File: src/logic/renamePkg.sv
package renamePkg;

    localparam int NUM_ARCH_REGS = 32;
    localparam int LOG_ARCH      = 5;
    localparam int NUM_PHYS_REGS = 64;
    localparam int LOG_PHYS      = 6;
    localparam int ROB_DEPTH     = 16;
    localparam int LOG_ROB       = 4;
    localparam int FREE_DEPTH    = NUM_PHYS_REGS - NUM_ARCH_REGS; // tags not held by the map
    localparam int LOG_FREE      = 5;

    // instruction as it leaves decode
    typedef struct packed {
        logic [31:0]         instr;
        logic [31:0]         instrAddr;
        logic [31:0]         altPc;
        logic                requestAltPc;
        logic [LOG_ARCH-1:0] readRegA;
        logic [LOG_ARCH-1:0] readRegB;
        logic [LOG_ARCH-1:0] writeReg;
        logic [31:0]         operandA;
        logic [31:0]         operandB;
        logic                aluSrc;         // operand B is an immediate
        logic [5:0]          aluControl;
        logic [4:0]          shiftAmount;
        logic                regWrite;
        logic                memRead;        // load
        logic                memWrite;       // store
    } decodedInstrT;

    typedef struct packed {
        logic [5:0]          aluControl;
        logic [LOG_PHYS-1:0] srcTagA;
        logic [31:0]         srcOperandA;
        logic                srcReadyA;
        logic [LOG_PHYS-1:0] srcTagB;
        logic [31:0]         srcOperandB;
        logic                srcReadyB;
        logic [4:0]          shiftAmount;
        logic                hasDest;
        logic [LOG_PHYS-1:0] destTag;
        logic                memRead;
        logic                memWrite;
        logic [LOG_ROB-1:0]  robIndex;
    } issueEntryT;

    typedef struct packed {
        logic                isStore;
        logic [LOG_PHYS-1:0] tag;            // dest tag of a load, base tag of a store
        logic [LOG_ROB-1:0]  robIndex;
    } lsqEntryT;

    typedef struct packed {
        logic [31:0]         instr;
        logic [31:0]         instrAddr;
        logic [31:0]         altPc;          // carried only, no recovery yet
        logic                requestAltPc;
        logic                hasDest;
        logic [LOG_ARCH-1:0] archReg;
        logic [LOG_PHYS-1:0] newTag;
        logic [LOG_PHYS-1:0] oldTag;         // freed when this entry retires
    } robEntryT;

    typedef struct packed {
        logic [LOG_ARCH-1:0] archReg;
        logic [LOG_PHYS-1:0] newTag;
        logic [LOG_PHYS-1:0] oldTag;
        logic                hasDest;
    } retireT;

endpackage
File: src/logic/renameUnit.sv
`timescale 1ns/1ps

module renameUnit (
    input  logic                           CLK,
    input  logic                           RESET,
    input  logic                           instrValid,
    output logic                           instrReady,
    input  renamePkg::decodedInstrT        instrIn,
    output logic                           issueValid,
    input  logic                           issueReady,
    output renamePkg::issueEntryT          issueEntry,
    output logic                           lsqValid,
    input  logic                           lsqReady,
    output renamePkg::lsqEntryT            lsqEntry,
    output logic                           retireValid,
    input  logic                           retireReady,
    output renamePkg::retireT              retireOut,
    input  logic                           wakeupValid,
    input  logic [renamePkg::LOG_PHYS-1:0] wakeupTag
);

    logic [renamePkg::LOG_ARCH-1:0] readRegA;
    logic [renamePkg::LOG_ARCH-1:0] readRegB;
    logic [renamePkg::LOG_ARCH-1:0] readDest;
    logic [renamePkg::LOG_PHYS-1:0] tagA;
    logic [renamePkg::LOG_PHYS-1:0] tagB;
    logic [renamePkg::LOG_PHYS-1:0] oldTag;
    logic                           writeEn;
    logic [renamePkg::LOG_ARCH-1:0] writeReg;
    logic [renamePkg::LOG_PHYS-1:0] writeTag;
    logic                           popValid;
    logic                           pop;
    logic [renamePkg::LOG_PHYS-1:0] popTag;
    logic                           freePush;
    logic [renamePkg::LOG_PHYS-1:0] freeTag;
    logic                           busyA;
    logic                           busyB;
    logic                           setEn;
    logic [renamePkg::LOG_PHYS-1:0] setTag;
    logic                           robFull;
    logic                           robPush;
    logic [renamePkg::LOG_ROB-1:0]  robIndex;
    renamePkg::robEntryT            robEntry;

    registerAliasTable rat (
        .CLK, .RESET,
        .readRegA, .readRegB, .readDest,
        .tagA, .tagB, .oldTag,
        .writeEn, .writeReg, .writeTag
    );

    freeList freeRegs (
        .CLK, .RESET,
        .popValid, .pop, .popTag,
        .push(freePush), .pushTag(freeTag)
    );

    busyTable busy (
        .CLK, .RESET,
        .tagA, .tagB, .busyA, .busyB,        // read with the raw map tags
        .setEn, .setTag,
        .wakeupValid, .wakeupTag
    );

    renameStage stage (
        .CLK, .RESET,
        .instrValid, .instrReady, .instrIn,
        .readRegA, .readRegB, .readDest, .tagA, .tagB, .oldTag,
        .writeEn, .writeReg, .writeTag,
        .popValid, .pop, .popTag,
        .busyA, .busyB, .setEn, .setTag,
        .robFull, .robPush, .robIndex, .robEntry,
        .issueValid, .issueReady, .issueEntry,
        .lsqValid, .lsqReady, .lsqEntry
    );

    reorderBuffer rob (
        .CLK, .RESET,
        .push(robPush), .pushEntry(robEntry),
        .full(robFull), .tailIndex(robIndex),
        .retireValid, .retireReady, .retireOut,
        .freePush, .freeTag
    );

endmodule

File: src/logic/reorderBuffer.sv
`timescale 1ns/1ps

module reorderBuffer (
    input  logic                          CLK,
    input  logic                          RESET,
    input  logic                          push,
    input  renamePkg::robEntryT           pushEntry,
    output logic                          full,
    output logic [renamePkg::LOG_ROB-1:0] tailIndex,
    output logic                          retireValid,
    input  logic                          retireReady,
    output renamePkg::retireT             retireOut,
    output logic                          freePush,
    output logic [renamePkg::LOG_PHYS-1:0] freeTag
);

    renamePkg::robEntryT           entries [renamePkg::ROB_DEPTH];
    renamePkg::robEntryT           headEntry;
    logic [renamePkg::LOG_ROB-1:0] head;
    logic [renamePkg::LOG_ROB-1:0] tail;
    logic [renamePkg::LOG_ROB:0]   count;
    logic                          retire;

    assign headEntry   = entries[head];
    assign full        = (count == renamePkg::ROB_DEPTH[renamePkg::LOG_ROB:0]);
    assign tailIndex   = tail;               // index the next push will take
    assign retireValid = (count != '0);
    assign retire      = retireValid && retireReady;

    assign retireOut.archReg = headEntry.archReg;
    assign retireOut.newTag  = headEntry.newTag;
    assign retireOut.oldTag  = headEntry.oldTag;
    assign retireOut.hasDest = headEntry.hasDest;

    // previous mapping is dead once its overwriter commits
    assign freePush = retire && headEntry.hasDest;
    assign freeTag  = headEntry.oldTag;

    always_ff @(posedge CLK or negedge RESET) begin
        if (!RESET) begin
            head  <= '0;
            tail  <= '0;
            count <= '0;
        end else begin
            if (push) begin
                tail <= tail + 1'b1;
            end
            if (retire) begin
                head <= head + 1'b1;
            end
            case ({push, retire})
                2'b10:   count <= count + 1'b1;
                2'b01:   count <= count - 1'b1;
                default: count <= count;
            endcase
        end
    end

    always_ff @(posedge CLK) begin
        if (push) begin
            entries[tail] <= pushEntry;
        end
    end

endmodule

File: src/logic/renameStage.sv
`timescale 1ns/1ps

module renameStage (
    input  logic                           CLK,
    input  logic                           RESET,
    input  logic                           instrValid,
    output logic                           instrReady,
    input  renamePkg::decodedInstrT        instrIn,
    output logic [renamePkg::LOG_ARCH-1:0] readRegA,
    output logic [renamePkg::LOG_ARCH-1:0] readRegB,
    output logic [renamePkg::LOG_ARCH-1:0] readDest,
    input  logic [renamePkg::LOG_PHYS-1:0] tagA,
    input  logic [renamePkg::LOG_PHYS-1:0] tagB,
    input  logic [renamePkg::LOG_PHYS-1:0] oldTag,
    output logic                           writeEn,
    output logic [renamePkg::LOG_ARCH-1:0] writeReg,
    output logic [renamePkg::LOG_PHYS-1:0] writeTag,
    input  logic                           popValid,
    output logic                           pop,
    input  logic [renamePkg::LOG_PHYS-1:0] popTag,
    input  logic                           busyA,
    input  logic                           busyB,
    output logic                           setEn,
    output logic [renamePkg::LOG_PHYS-1:0] setTag,
    input  logic                           robFull,
    output logic                           robPush,
    input  logic [renamePkg::LOG_ROB-1:0]  robIndex,
    output renamePkg::robEntryT            robEntry,
    output logic                           issueValid,
    input  logic                           issueReady,
    output renamePkg::issueEntryT          issueEntry,
    output logic                           lsqValid,
    input  logic                           lsqReady,
    output renamePkg::lsqEntryT            lsqEntry
);

    logic                           started;    // first edge after reset seen
    logic                           needTag;
    logic                           isMem;
    logic                           outFree;
    logic                           blocked;
    logic                           accept;
    logic [renamePkg::LOG_PHYS-1:0] srcTagA;
    logic [renamePkg::LOG_PHYS-1:0] srcTagB;
    logic [renamePkg::LOG_PHYS-1:0] destTag;
    renamePkg::issueEntryT          issueNext;
    renamePkg::lsqEntryT            lsqNext;

    assign needTag = instrIn.regWrite && (instrIn.writeReg != '0);
    assign isMem   = instrIn.memRead || instrIn.memWrite;
    assign outFree = (!issueValid || issueReady) && (!lsqValid || lsqReady);

    always_comb begin
        blocked = 1'b0;
        if (!started) begin
            blocked = 1'b1;
        end else if (!outFree) begin
            blocked = 1'b1;                  // previous instruction not yet taken
        end else if (robFull) begin
            blocked = 1'b1;
        end else if (needTag && !popValid) begin
            blocked = 1'b1;                  // waiting for a free physical register
        end
    end

    assign instrReady = !blocked;
    assign accept     = instrValid && instrReady;

    // map lookups
    assign readRegA = instrIn.readRegA;
    assign readRegB = instrIn.readRegB;
    assign readDest = instrIn.writeReg;
    assign srcTagA  = (instrIn.readRegA == '0) ? '0 : tagA;
    assign srcTagB  = (instrIn.readRegB == '0) ? '0 : tagB;
    assign destTag  = needTag ? popTag : '0;

    assign pop      = accept && needTag;
    assign writeEn  = pop;
    assign writeReg = instrIn.writeReg;
    assign writeTag = popTag;
    assign setEn    = pop;                   // new destination is pending until wakeup
    assign setTag   = popTag;
    assign robPush  = accept;

    always_comb begin
        issueNext.aluControl  = instrIn.aluControl;
        issueNext.srcTagA     = srcTagA;
        issueNext.srcOperandA = instrIn.operandA;
        issueNext.srcReadyA   = (instrIn.readRegA == '0) || !busyA;
        issueNext.srcTagB     = srcTagB;
        issueNext.srcOperandB = instrIn.operandB;
        issueNext.srcReadyB   = instrIn.aluSrc || (instrIn.readRegB == '0) || !busyB;
        issueNext.shiftAmount = instrIn.shiftAmount;
        issueNext.hasDest     = needTag;
        issueNext.destTag     = destTag;
        issueNext.memRead     = instrIn.memRead;
        issueNext.memWrite    = instrIn.memWrite;
        issueNext.robIndex    = robIndex;

        lsqNext.isStore  = instrIn.memWrite;
        lsqNext.tag      = instrIn.memWrite ? srcTagA : destTag; // store keys on its base
        lsqNext.robIndex = robIndex;

        robEntry.instr        = instrIn.instr;
        robEntry.instrAddr    = instrIn.instrAddr;
        robEntry.altPc        = instrIn.altPc;
        robEntry.requestAltPc = instrIn.requestAltPc;
        robEntry.hasDest      = needTag;
        robEntry.archReg      = instrIn.writeReg;
        robEntry.newTag       = destTag;
        robEntry.oldTag       = needTag ? oldTag : '0;
    end

    always_ff @(posedge CLK or negedge RESET) begin
        if (!RESET) begin
            started    <= 1'b0;
            issueValid <= 1'b0;
            lsqValid   <= 1'b0;
        end else begin
            started <= 1'b1;
            if (accept) begin
                issueValid <= 1'b1;
                lsqValid   <= isMem;
            end else begin
                if (issueReady) begin
                    issueValid <= 1'b0;
                end
                if (lsqReady) begin
                    lsqValid <= 1'b0;
                end
            end
        end
    end

    always_ff @(posedge CLK) begin
        if (accept) begin
            issueEntry <= issueNext;
        end
        if (accept && isMem) begin
            lsqEntry <= lsqNext;
        end
    end

endmodule

File: src/logic/busyTable.sv
`timescale 1ns/1ps

module busyTable (
    input  logic                           CLK,
    input  logic                           RESET,
    input  logic [renamePkg::LOG_PHYS-1:0] tagA,
    input  logic [renamePkg::LOG_PHYS-1:0] tagB,
    output logic                           busyA,
    output logic                           busyB,
    input  logic                           setEn,
    input  logic [renamePkg::LOG_PHYS-1:0] setTag,
    input  logic                           wakeupValid,
    input  logic [renamePkg::LOG_PHYS-1:0] wakeupTag
);

    logic [renamePkg::NUM_PHYS_REGS-1:0] busy;

    // a wakeup in the same cycle makes the read see the value as ready
    assign busyA = busy[tagA] && !(wakeupValid && (wakeupTag == tagA));
    assign busyB = busy[tagB] && !(wakeupValid && (wakeupTag == tagB));

    always_ff @(posedge CLK or negedge RESET) begin
        if (!RESET) begin
            busy <= '0;
        end else begin
            if (wakeupValid) begin
                busy[wakeupTag] <= 1'b0;
            end
            if (setEn && (setTag != '0)) begin
                busy[setTag] <= 1'b1;        // tag 0 stays ready forever
            end
        end
    end

endmodule

File: src/logic/freeList.sv
`timescale 1ns/1ps

module freeList (
    input  logic                           CLK,
    input  logic                           RESET,
    output logic                           popValid,
    input  logic                           pop,
    output logic [renamePkg::LOG_PHYS-1:0] popTag,
    input  logic                           push,
    input  logic [renamePkg::LOG_PHYS-1:0] pushTag
);

    logic [renamePkg::LOG_PHYS-1:0] tagFifo [renamePkg::FREE_DEPTH];
    logic [renamePkg::LOG_FREE-1:0] head;
    logic [renamePkg::LOG_FREE-1:0] tail;
    logic [renamePkg::LOG_FREE:0]   count;

    assign popValid = (count != '0);
    assign popTag   = tagFifo[head];

    // at most 32 tags are ever free at once, so a push never meets a full list
    always_ff @(posedge CLK or negedge RESET) begin
        if (!RESET) begin
            for (int i = 0; i < renamePkg::FREE_DEPTH; i++) begin
                tagFifo[i] <= {1'b1, i[renamePkg::LOG_FREE-1:0]}; // tags 32..63
            end
            head  <= '0;
            tail  <= '0;                     // wrapped, list starts full
            count <= {1'b1, {renamePkg::LOG_FREE{1'b0}}};
        end else begin
            if (pop) begin
                head <= head + 1'b1;
            end
            if (push) begin
                tagFifo[tail] <= pushTag;    // retired tags join in retire order
                tail          <= tail + 1'b1;
            end
            case ({push, pop})
                2'b10:   count <= count + 1'b1;
                2'b01:   count <= count - 1'b1;
                default: count <= count;
            endcase
        end
    end

endmodule

File: src/logic/registerAliasTable.sv
`timescale 1ns/1ps

module registerAliasTable (
    input  logic                           CLK,
    input  logic                           RESET,
    input  logic [renamePkg::LOG_ARCH-1:0] readRegA,
    input  logic [renamePkg::LOG_ARCH-1:0] readRegB,
    input  logic [renamePkg::LOG_ARCH-1:0] readDest,
    output logic [renamePkg::LOG_PHYS-1:0] tagA,
    output logic [renamePkg::LOG_PHYS-1:0] tagB,
    output logic [renamePkg::LOG_PHYS-1:0] oldTag,
    input  logic                           writeEn,
    input  logic [renamePkg::LOG_ARCH-1:0] writeReg,
    input  logic [renamePkg::LOG_PHYS-1:0] writeTag
);

    // speculative mapping, updated at every rename that writes a register
    logic [renamePkg::LOG_PHYS-1:0] mapTable [renamePkg::NUM_ARCH_REGS];

    assign tagA   = mapTable[readRegA];
    assign tagB   = mapTable[readRegB];
    assign oldTag = mapTable[readDest];      // mapping about to be replaced

    always_ff @(posedge CLK or negedge RESET) begin
        if (!RESET) begin
            for (int i = 0; i < renamePkg::NUM_ARCH_REGS; i++) begin
                mapTable[i] <= i[renamePkg::LOG_PHYS-1:0]; // identity map
            end
        end else if (writeEn) begin
            mapTable[writeReg] <= writeTag;
        end
    end

endmodule

File: config.mk
export PLATFORM = sky130hd
export DESIGN_NAME = renameUnit
export DESIGN_NICKNAME = d
export VERILOG_FILES = /design/src/logic/renamePkg.sv /design/src/logic/renameUnit.sv /design/src/logic/reorderBuffer.sv /design/src/logic/renameStage.sv /design/src/logic/busyTable.sv /design/src/logic/freeList.sv /design/src/logic/registerAliasTable.sv
export SDC_FILE = /design/constraint.sdc
export NUM_CORES = 2
export LEC_CHECK = 0
export ABC_AREA = 1
export ABC_CLOCK_PERIOD_IN_PS = 7600
export BUFFER_PORTS_ARGS = -buffer_cell sky130_fd_sc_hd__buf_2
export CAP_MARGIN = 0
export CORE_ASPECT_RATIO = 0.8
export CORE_MARGIN = 2
export CORE_UTILIZATION = 55
export DETAILED_ROUTE_END_ITERATION = 12
export PLACE_DENSITY = 0.71
export SETUP_SLACK_MARGIN = 0.15
export SLEW_MARGIN = 20
export SYNTH_ARGS = -nofsm -noshare
export SYNTH_HDL_FRONTEND = slang
export SYNTH_SLANG_ARGS = --single-unit
File: constraint.sdc
create_clock -name CLK -period 7.6 [get_ports CLK]
set_clock_uncertainty 0.2 [all_clocks]
set_input_delay 0.76 -clock CLK [delete_from_list [all_inputs] [get_ports CLK]]
set_output_delay 0.76 -clock CLK [all_outputs]
set_load 0.05 [all_outputs]
Word-level counts from Yosys, hierarchy flattened
Memories as Yosys holds them, arrays and structs flattened.
Cells that the tools add are included.

word-level totals
  bits in read-only memories = 0
  bits in registers = 593
  bits of input ports = 204
  logic and storage cells = 212
  memory bits (writable) = 1840
  memories = 1
  bits in latches = 0
  output and inout bits = 135

cells by class
  eq/ne operators = 7
  multiply operators = 0
  multiplexer cells = 44
  reduce and logical (&&, ||, !) cells = 41
  div/mod/pow operators = 0
  add/subtract/negate cells = 8
  shift operators = 0
  order comparisons = 13
  bitwise gates (word level) = 8

memories
  name         depth  width  read ports  clocked after Yosys merged registers in  wr ports  line                 RTL
  rob.entries  16     115    1           0                                        1         reorderBuffer.sv:17  renamePkg::robEntryT entries [renamePkg::ROB_DEPTH];

operators by type and width
  operator                                                           count
  bitwise mux 192 bit                                                2
  2-to-1 mux 64 bit                                                  2
  binary-select mux 6 bit (select 5 bit)                             4
  2-to-1 mux 6 bit                                                   14
  bitwise AND 64 bit                                                 1
  NOT 64 bit                                                         1
  bitwise OR 64 bit                                                  1
  demux 6 bit (select 5 bit)                                         2
  greater-or-equal comparator 6 bit, second input constant           5
  NOT 5 -> 6 bit                                                     5
  < comparator 6 x 7 -> 1 bit, second input constant                 4
  logical AND 1 bit                                                  17
  adder 5 x 1 -> 5 bit, second input constant                        3
  2-to-1 mux 1 bit                                                   14
  binary-select mux 1 bit (select 6 bit)                             2
  demux 1 bit (select 6 bit)                                         2
  equality test 6 bit                                                2
  greater-or-equal comparator 6 x 1 -> 1 bit, second input constant  2
  < comparator 6 x 1 -> 1 bit, second input constant                 2
  one-hot mux 6 bit (2 select lines)                                 1
  nonzero test 6 bit                                                 2
  zero test 5 bit                                                    2
  one-hot mux 5 bit (2 select lines)                                 1
  nonzero test 5 bit                                                 2
  other kinds (10)                                                   28

Logic depth before layout (Yosys ltp)
  depth in word-level cells = 12
  gate-level depth with buffers = 22
  mapped depth without buffers = 19

By module
Synthesis repeated with hierarchy kept, for this count alone.

second synthesis, totals
  cell total of the unflattened synthesis = 5243
  area, all modules = 44417.6 µm²

modules (own cells, without submodules)
  module              sequential area each (µm²)  cells each  instances  area an instance (µm²)
  registerAliasTable  4904.7                      2054        1          12874.8
  reorderBuffer       8973.6                      975         1          12388.1
  freeList            5346.4                      1248        1          9965.8
  renameStage         3468.3                      358         1          5001.0
  busyTable           1601.5                      608         1          4187.8

Least setup slack after synthesis
OpenSTA, ideal clock, no wires.

  path type = input port to flip-flop
  from = input instrIn[81] in the netlist's numbering
  to = memory rob.entries[11][0] in the netlist's numbering, enable pin
  stages on the path = 9
  data required time = 7.052 ns
  path buffers = 0
  setup slack = 2.186 ns
  arrival time = 4.866 ns
  library setup time = 0.348 ns
  cell sequence = inv_1 -> nand2_1 -> o21ai_4 -> inv_2 -> a31oi_4 -> nand2_2 -> clkinv_1 -> nand2_1 -> nor2_1

RTL lines
  element      line                 RTL
  from (decl)  renameUnit.sv:8      input renamePkg::decodedInstrT instrIn,
  to (decl)    reorderBuffer.sv:17

Worst setup path after layout
  from = register freeRegs.head[0] in the netlist's numbering
  to = register busy.busy[39] in the netlist's numbering

between the ends
  longest elaborated chain between the ends = 10
  elaborated cells on any way between the ends = 13
  those cells by class = order compare: 2; mux: 6; bitwise: 2; reduce/logical: 3

RTL lines
  element                                                                                                          line             RTL
  from (decl)                                                                                                      freeList.sv:14   logic [renamePkg::LOG_FREE-1:0] head;
  from (signal assigned)                                                                                           freeList.sv:32   head <= head + 1'b1;
  NOT 5 -> 6 bit (not written as such) (*)                                                                         freeList.sv:19   assign popTag = tagFifo[head];
  binary-select mux 6 bit (select 5 bit) (*)                                                                       freeList.sv:19
  2-to-1 mux 6 bit (not written as such) (*) (2 in series)                                                         freeList.sv:19
  < comparator 6 x 7 -> 1 bit (not written as such) or greater-or-equal comparator 6 x 1 -> 1 bit (tied branches)  busyTable.sv:30  busy[setTag] <= 1'b1;
  logical AND 1 bit (not written as such)                                                                          busyTable.sv:30
  2-to-1 mux 1 bit (not written as such)                                                                           busyTable.sv:30
  demux 1 bit (select 6 bit)                                                                                       n/a
  bitwise OR 64 bit (no line)                                                                                      n/a
  2-to-1 mux 64 bit (*)                                                                                            busyTable.sv:29  if (setEn && (setTag != '0)) begin
  to (signal assigned)                                                                                             busyTable.sv:24  busy <= '0;
  to (signal, indexed assignment)                                                                                  busyTable.sv:27  busy[wakeupTag] <= 1'b0;
  to (signal, indexed assignment)                                                                                  busyTable.sv:30
  to (decl)                                                                                                        busyTable.sv:16  logic [renamePkg::NUM_PHYS_REGS-1:0] busy;

Mark *: on every way between the ends. The rest lies on a longest branch, timed or not. The select of a mux whose other input is x is not followed.
A chain may end at the register's enable or synchronous reset.

==> flow_summary.toml <==
[job]
cap_viol_max_count = 0

[yosys]
muxShareOfSynthArea_pct = 1.20
ys_ff_latch = 881
netlist_area_sq_um = 41500
yosysTopAreaCellShare_pct = 29.0
syn_inst = 4447
yosysMostFrequentCell = "nand2_1"
synth_ff_type = "edfxtp_1"
synth_top_family_by_area = "simple AND/OR/NAND/NOR gates"
ys_seq_area_share_pct = 58.5
synth_xor_area_share_pct = 0.548
synth-simple-area-share_pct = 17.0
synth_area_leaders = "edfxtp_1 (29%), dfrtp_1 (17%), dfstp_2 (12%)"
ys_top_cells_by_count = "nand2_1 (875), o21ai_0 (724), nand3_1 (420)"
synthAdderAreaFrac_pct = 0.560
synth_compound_area_share_pct = 16.7
async_flop_share_pct = 54.5
yosys.area.top_type = "edfxtp_1"
syn_nets = 4669
synth_edf_count = 401
syn_area_per_cell_sq_um = 9.34
ys_warn_count = 0
ys_types = 50

[pwr]
max-vdd-ir-drop_v = 0.000220
p_switching_mw = 7.19
p_clk_share_pct = 24.9
leakagePower_nw = 18.2
internal_power_mw = 10.1
combPwrFrac_pct = 35.8
power.density_nw_per_um2 = 375
swShare_pct = 41.7
power_frac_seq_pct = 39.4
total_power_mw = 17.3

[timing]
fin_crit_ps = 5480
final_max_slew_viol_count = 0
final-setup-viol-count = 0
fin_crit_sh_pct = 72.1
fmax_ghz = 0.182
tightest_slew_ps = 1150
rsz0062_at_grt = "no"
final_hold_viol_count = 0
timing.setup.tns_ps = 0
maxSlewHeadroom_pct = 22.8

[placed_design]
globalplace.congestion = 0.971
hpwl_um = 77900
placed_cell_area_sq_um = 43200
io_buffers = 241

[floorplan]
die_y_um = 250
core_sq_um = 75100
rows = 90
die_x_um = 311
pin_count = 339
initial_core_util_pct = 55.3
dieArea_sq_um = 77800

[drt]
drc = 0
drtIter0Drc = 5302
vias_per_cell = 6.17
wirelength_um = 125000
postRouteAntennaNets = 0
via_count = 34600
dr.pass1.iters = 6
wl_per_cell_um = 22.2

[setup_path]
crit_fanout = 46
cp_cell_sequence = "inv_2 -> buf_4 -> o21ai_0 -> o221ai_1 -> nand3_1 -> nand4_1 -> nand2_1 -> buf_4 -> inv_1 -> nand4_1 -> o21ai_0"
max_stage_delay_ps = 690
worstSetupEndpointType = "register"
crit_type = "reg2reg"
startpoint_type = "register"
cp.arrival_ps = 5850
cp_slowest_cell = "dfrtp_2"
crit_required_ps = 7970
reg2regPathDepth = 11

[global_route]
grt_antenna_before_repair = 2
grt_pass1_vias = 31500
grt_use_total_pct = 31.5
grt_pass1_wl_um = 191000
gr-total-overflow = 0
grt_max_degree = 175

[layout]
layout-drive-gt1-share_pct = 15.3
syn2layout_area_growth_pct = 10.9
nNetsFinal = 4740
fin_util_pct = 61.3
post-route-cell-area_sq_um = 46100

[clocking]
numClockSinks = 881
cts_max_level = 3
cts_tree = "built"
postCtsSetupBuffers = 0
clock-root-buffer = "clkbuf_16"
numCtsBuffers = 87
clkSlewWorstSetupHoldPaths_ps = 70
clock_latency_ps = 680
clk_path_buf_depth = 3

[hold_path]
hold_depth = 1
holdCritPathClass = "in2reg"

[status]
status = "complete, no violations"
==> stage by stage <==
stage | worst slack, ps | hold slack [ps] | instances
final | 2120 | 64.9 | 5604
after global routing | 2050 | 40.0 | 5603
after CTS | 2390 | 36.2 | 5603
after detailed placement | 2220 | 195 | 5440
after global placement | 2260 | 191 | 5440
after floorplan | 2190 | 248 | 4447
==> cell type report <==
| type | count | area [sq um] |
|---|---|---|
| fill | 6383 | 29000 |
| sequential | 881 | 24300 |
| multi-input combinational | 3004 | 15000 |
| clock buffer | 123 | 2460 |
| timing repair buffer | 312 | 1780 |
| tap | 1012 | 1270 |
| inverter | 232 | 875 |
| clock inverter | 39 | 362 |
| antenna | 1 | 2.50 |
==> critical path, delay by kind of cell (launching register included) <==
family | cells | cell delay [ps]
buffers and inverters | 4 | 2140
AND/OR/NAND/NOR | 4 | 1530
AO/OA/AOI/OAI | 3 | 760
flip-flops | 1 | 690
==> per-layer routing <==
layer  up-vias  global-route usage (%)  wire length (um)
met4         2                    9.59              3730
met5         -                       0                16
met2      2165                    46.2             53800
met1     16500                    46.6             52900
met3       288                    7.60             14300
li1      15700                       -                 -
==> placed cells by master, fill, tap and decap left out, types with 94 or more instances in the layout <==
cell / synthesis / layout
edfxtp_1: 401 / 401
o21ai_0: 724 / 724
nand3_1: 420 / 420
nand2_1: 875 / 875
inv_1: 216 / 213
a21oi_1: 145 / 144
dfrtp_1: 287 / 283
nor2_1: 321 / 301
buf_2: 104 / 240
o221ai_1: 94 / 94
dfstp_2: 193 / 193
==> registers in the layout, indices dropped and copies added (netlist names) <==
name and cells:
rob.count 5, rob.tailIndex 4, stage.lsqEntry 11, rob.entries 288
freeRegs.tail 5, busy.busy 64, stage.started 1, stage.issueValid 1
stage.lsqValid 1, freeRegs.head 5, rat.mapTable 192, freeRegs.tagFifo 192
freeRegs.count 6, rob.head 4, stage.issueEntry 102
==> worst paths after layout <==
check | startpoint | end | slack (ps)
worst max register to register | freeRegs.head[0] | busy.busy[39] | 2120
worst max-delay path | freeRegs.head[0] | busy.busy[39] | 2120
worst min-delay path | instrIn[73] | stage.issueEntry[84] | 60
max in group asynchronous | RESET | busy.busy[58] | 5050
min in group asynchronous | RESET | freeRegs.tagFifo[138] | 540
worst min register to register | rat.mapTable[187] | rat.mapTable[187] | 220
==> cells by family (layout without fill, tap and decap cells) <==
| kind of cell | count (synthesis) | after routing |
|---|---|---|
| AOI/OAI and AO/OA | 1222 | 1222 |
| xor gates and xnor gates | 26 | 26 |
| adders and majority gates | 18 | 18 |
| buffers and inverters | 562 | 706 |
| DFF | 881 | 881 |
| muxes | 50 | 50 |
| other | 1 | 2 |
| and+or+nand+nor | 1687 | 1687 |
==> power by group through the flow <==
| stage | Combinational, mW | Clock [mW] | Sequential (mW) |
|---|---|---|---|
| 6_report | 6.17 | 4.30 | 6.79 |
| 5_1_grt | 6.72 | 4.53 | 6.90 |
| 4_1_cts | 6.09 | 4.34 | 6.78 |
| 3_5_place_dp | 6.06 | 0 | 6.85 |
| 3_3_place_gp | 5.96 | 0 | 6.83 |
| 2_1_floorplan | 4.03 | 0 | 6.78 |
==> what timing repair did <==
action	4_1_cts	5_1_grt
hold buffers	1	0
hold endpoints to repair	40	0
resized for setup	0	0
No activity file was read; power rests on OpenSTA's default activity.
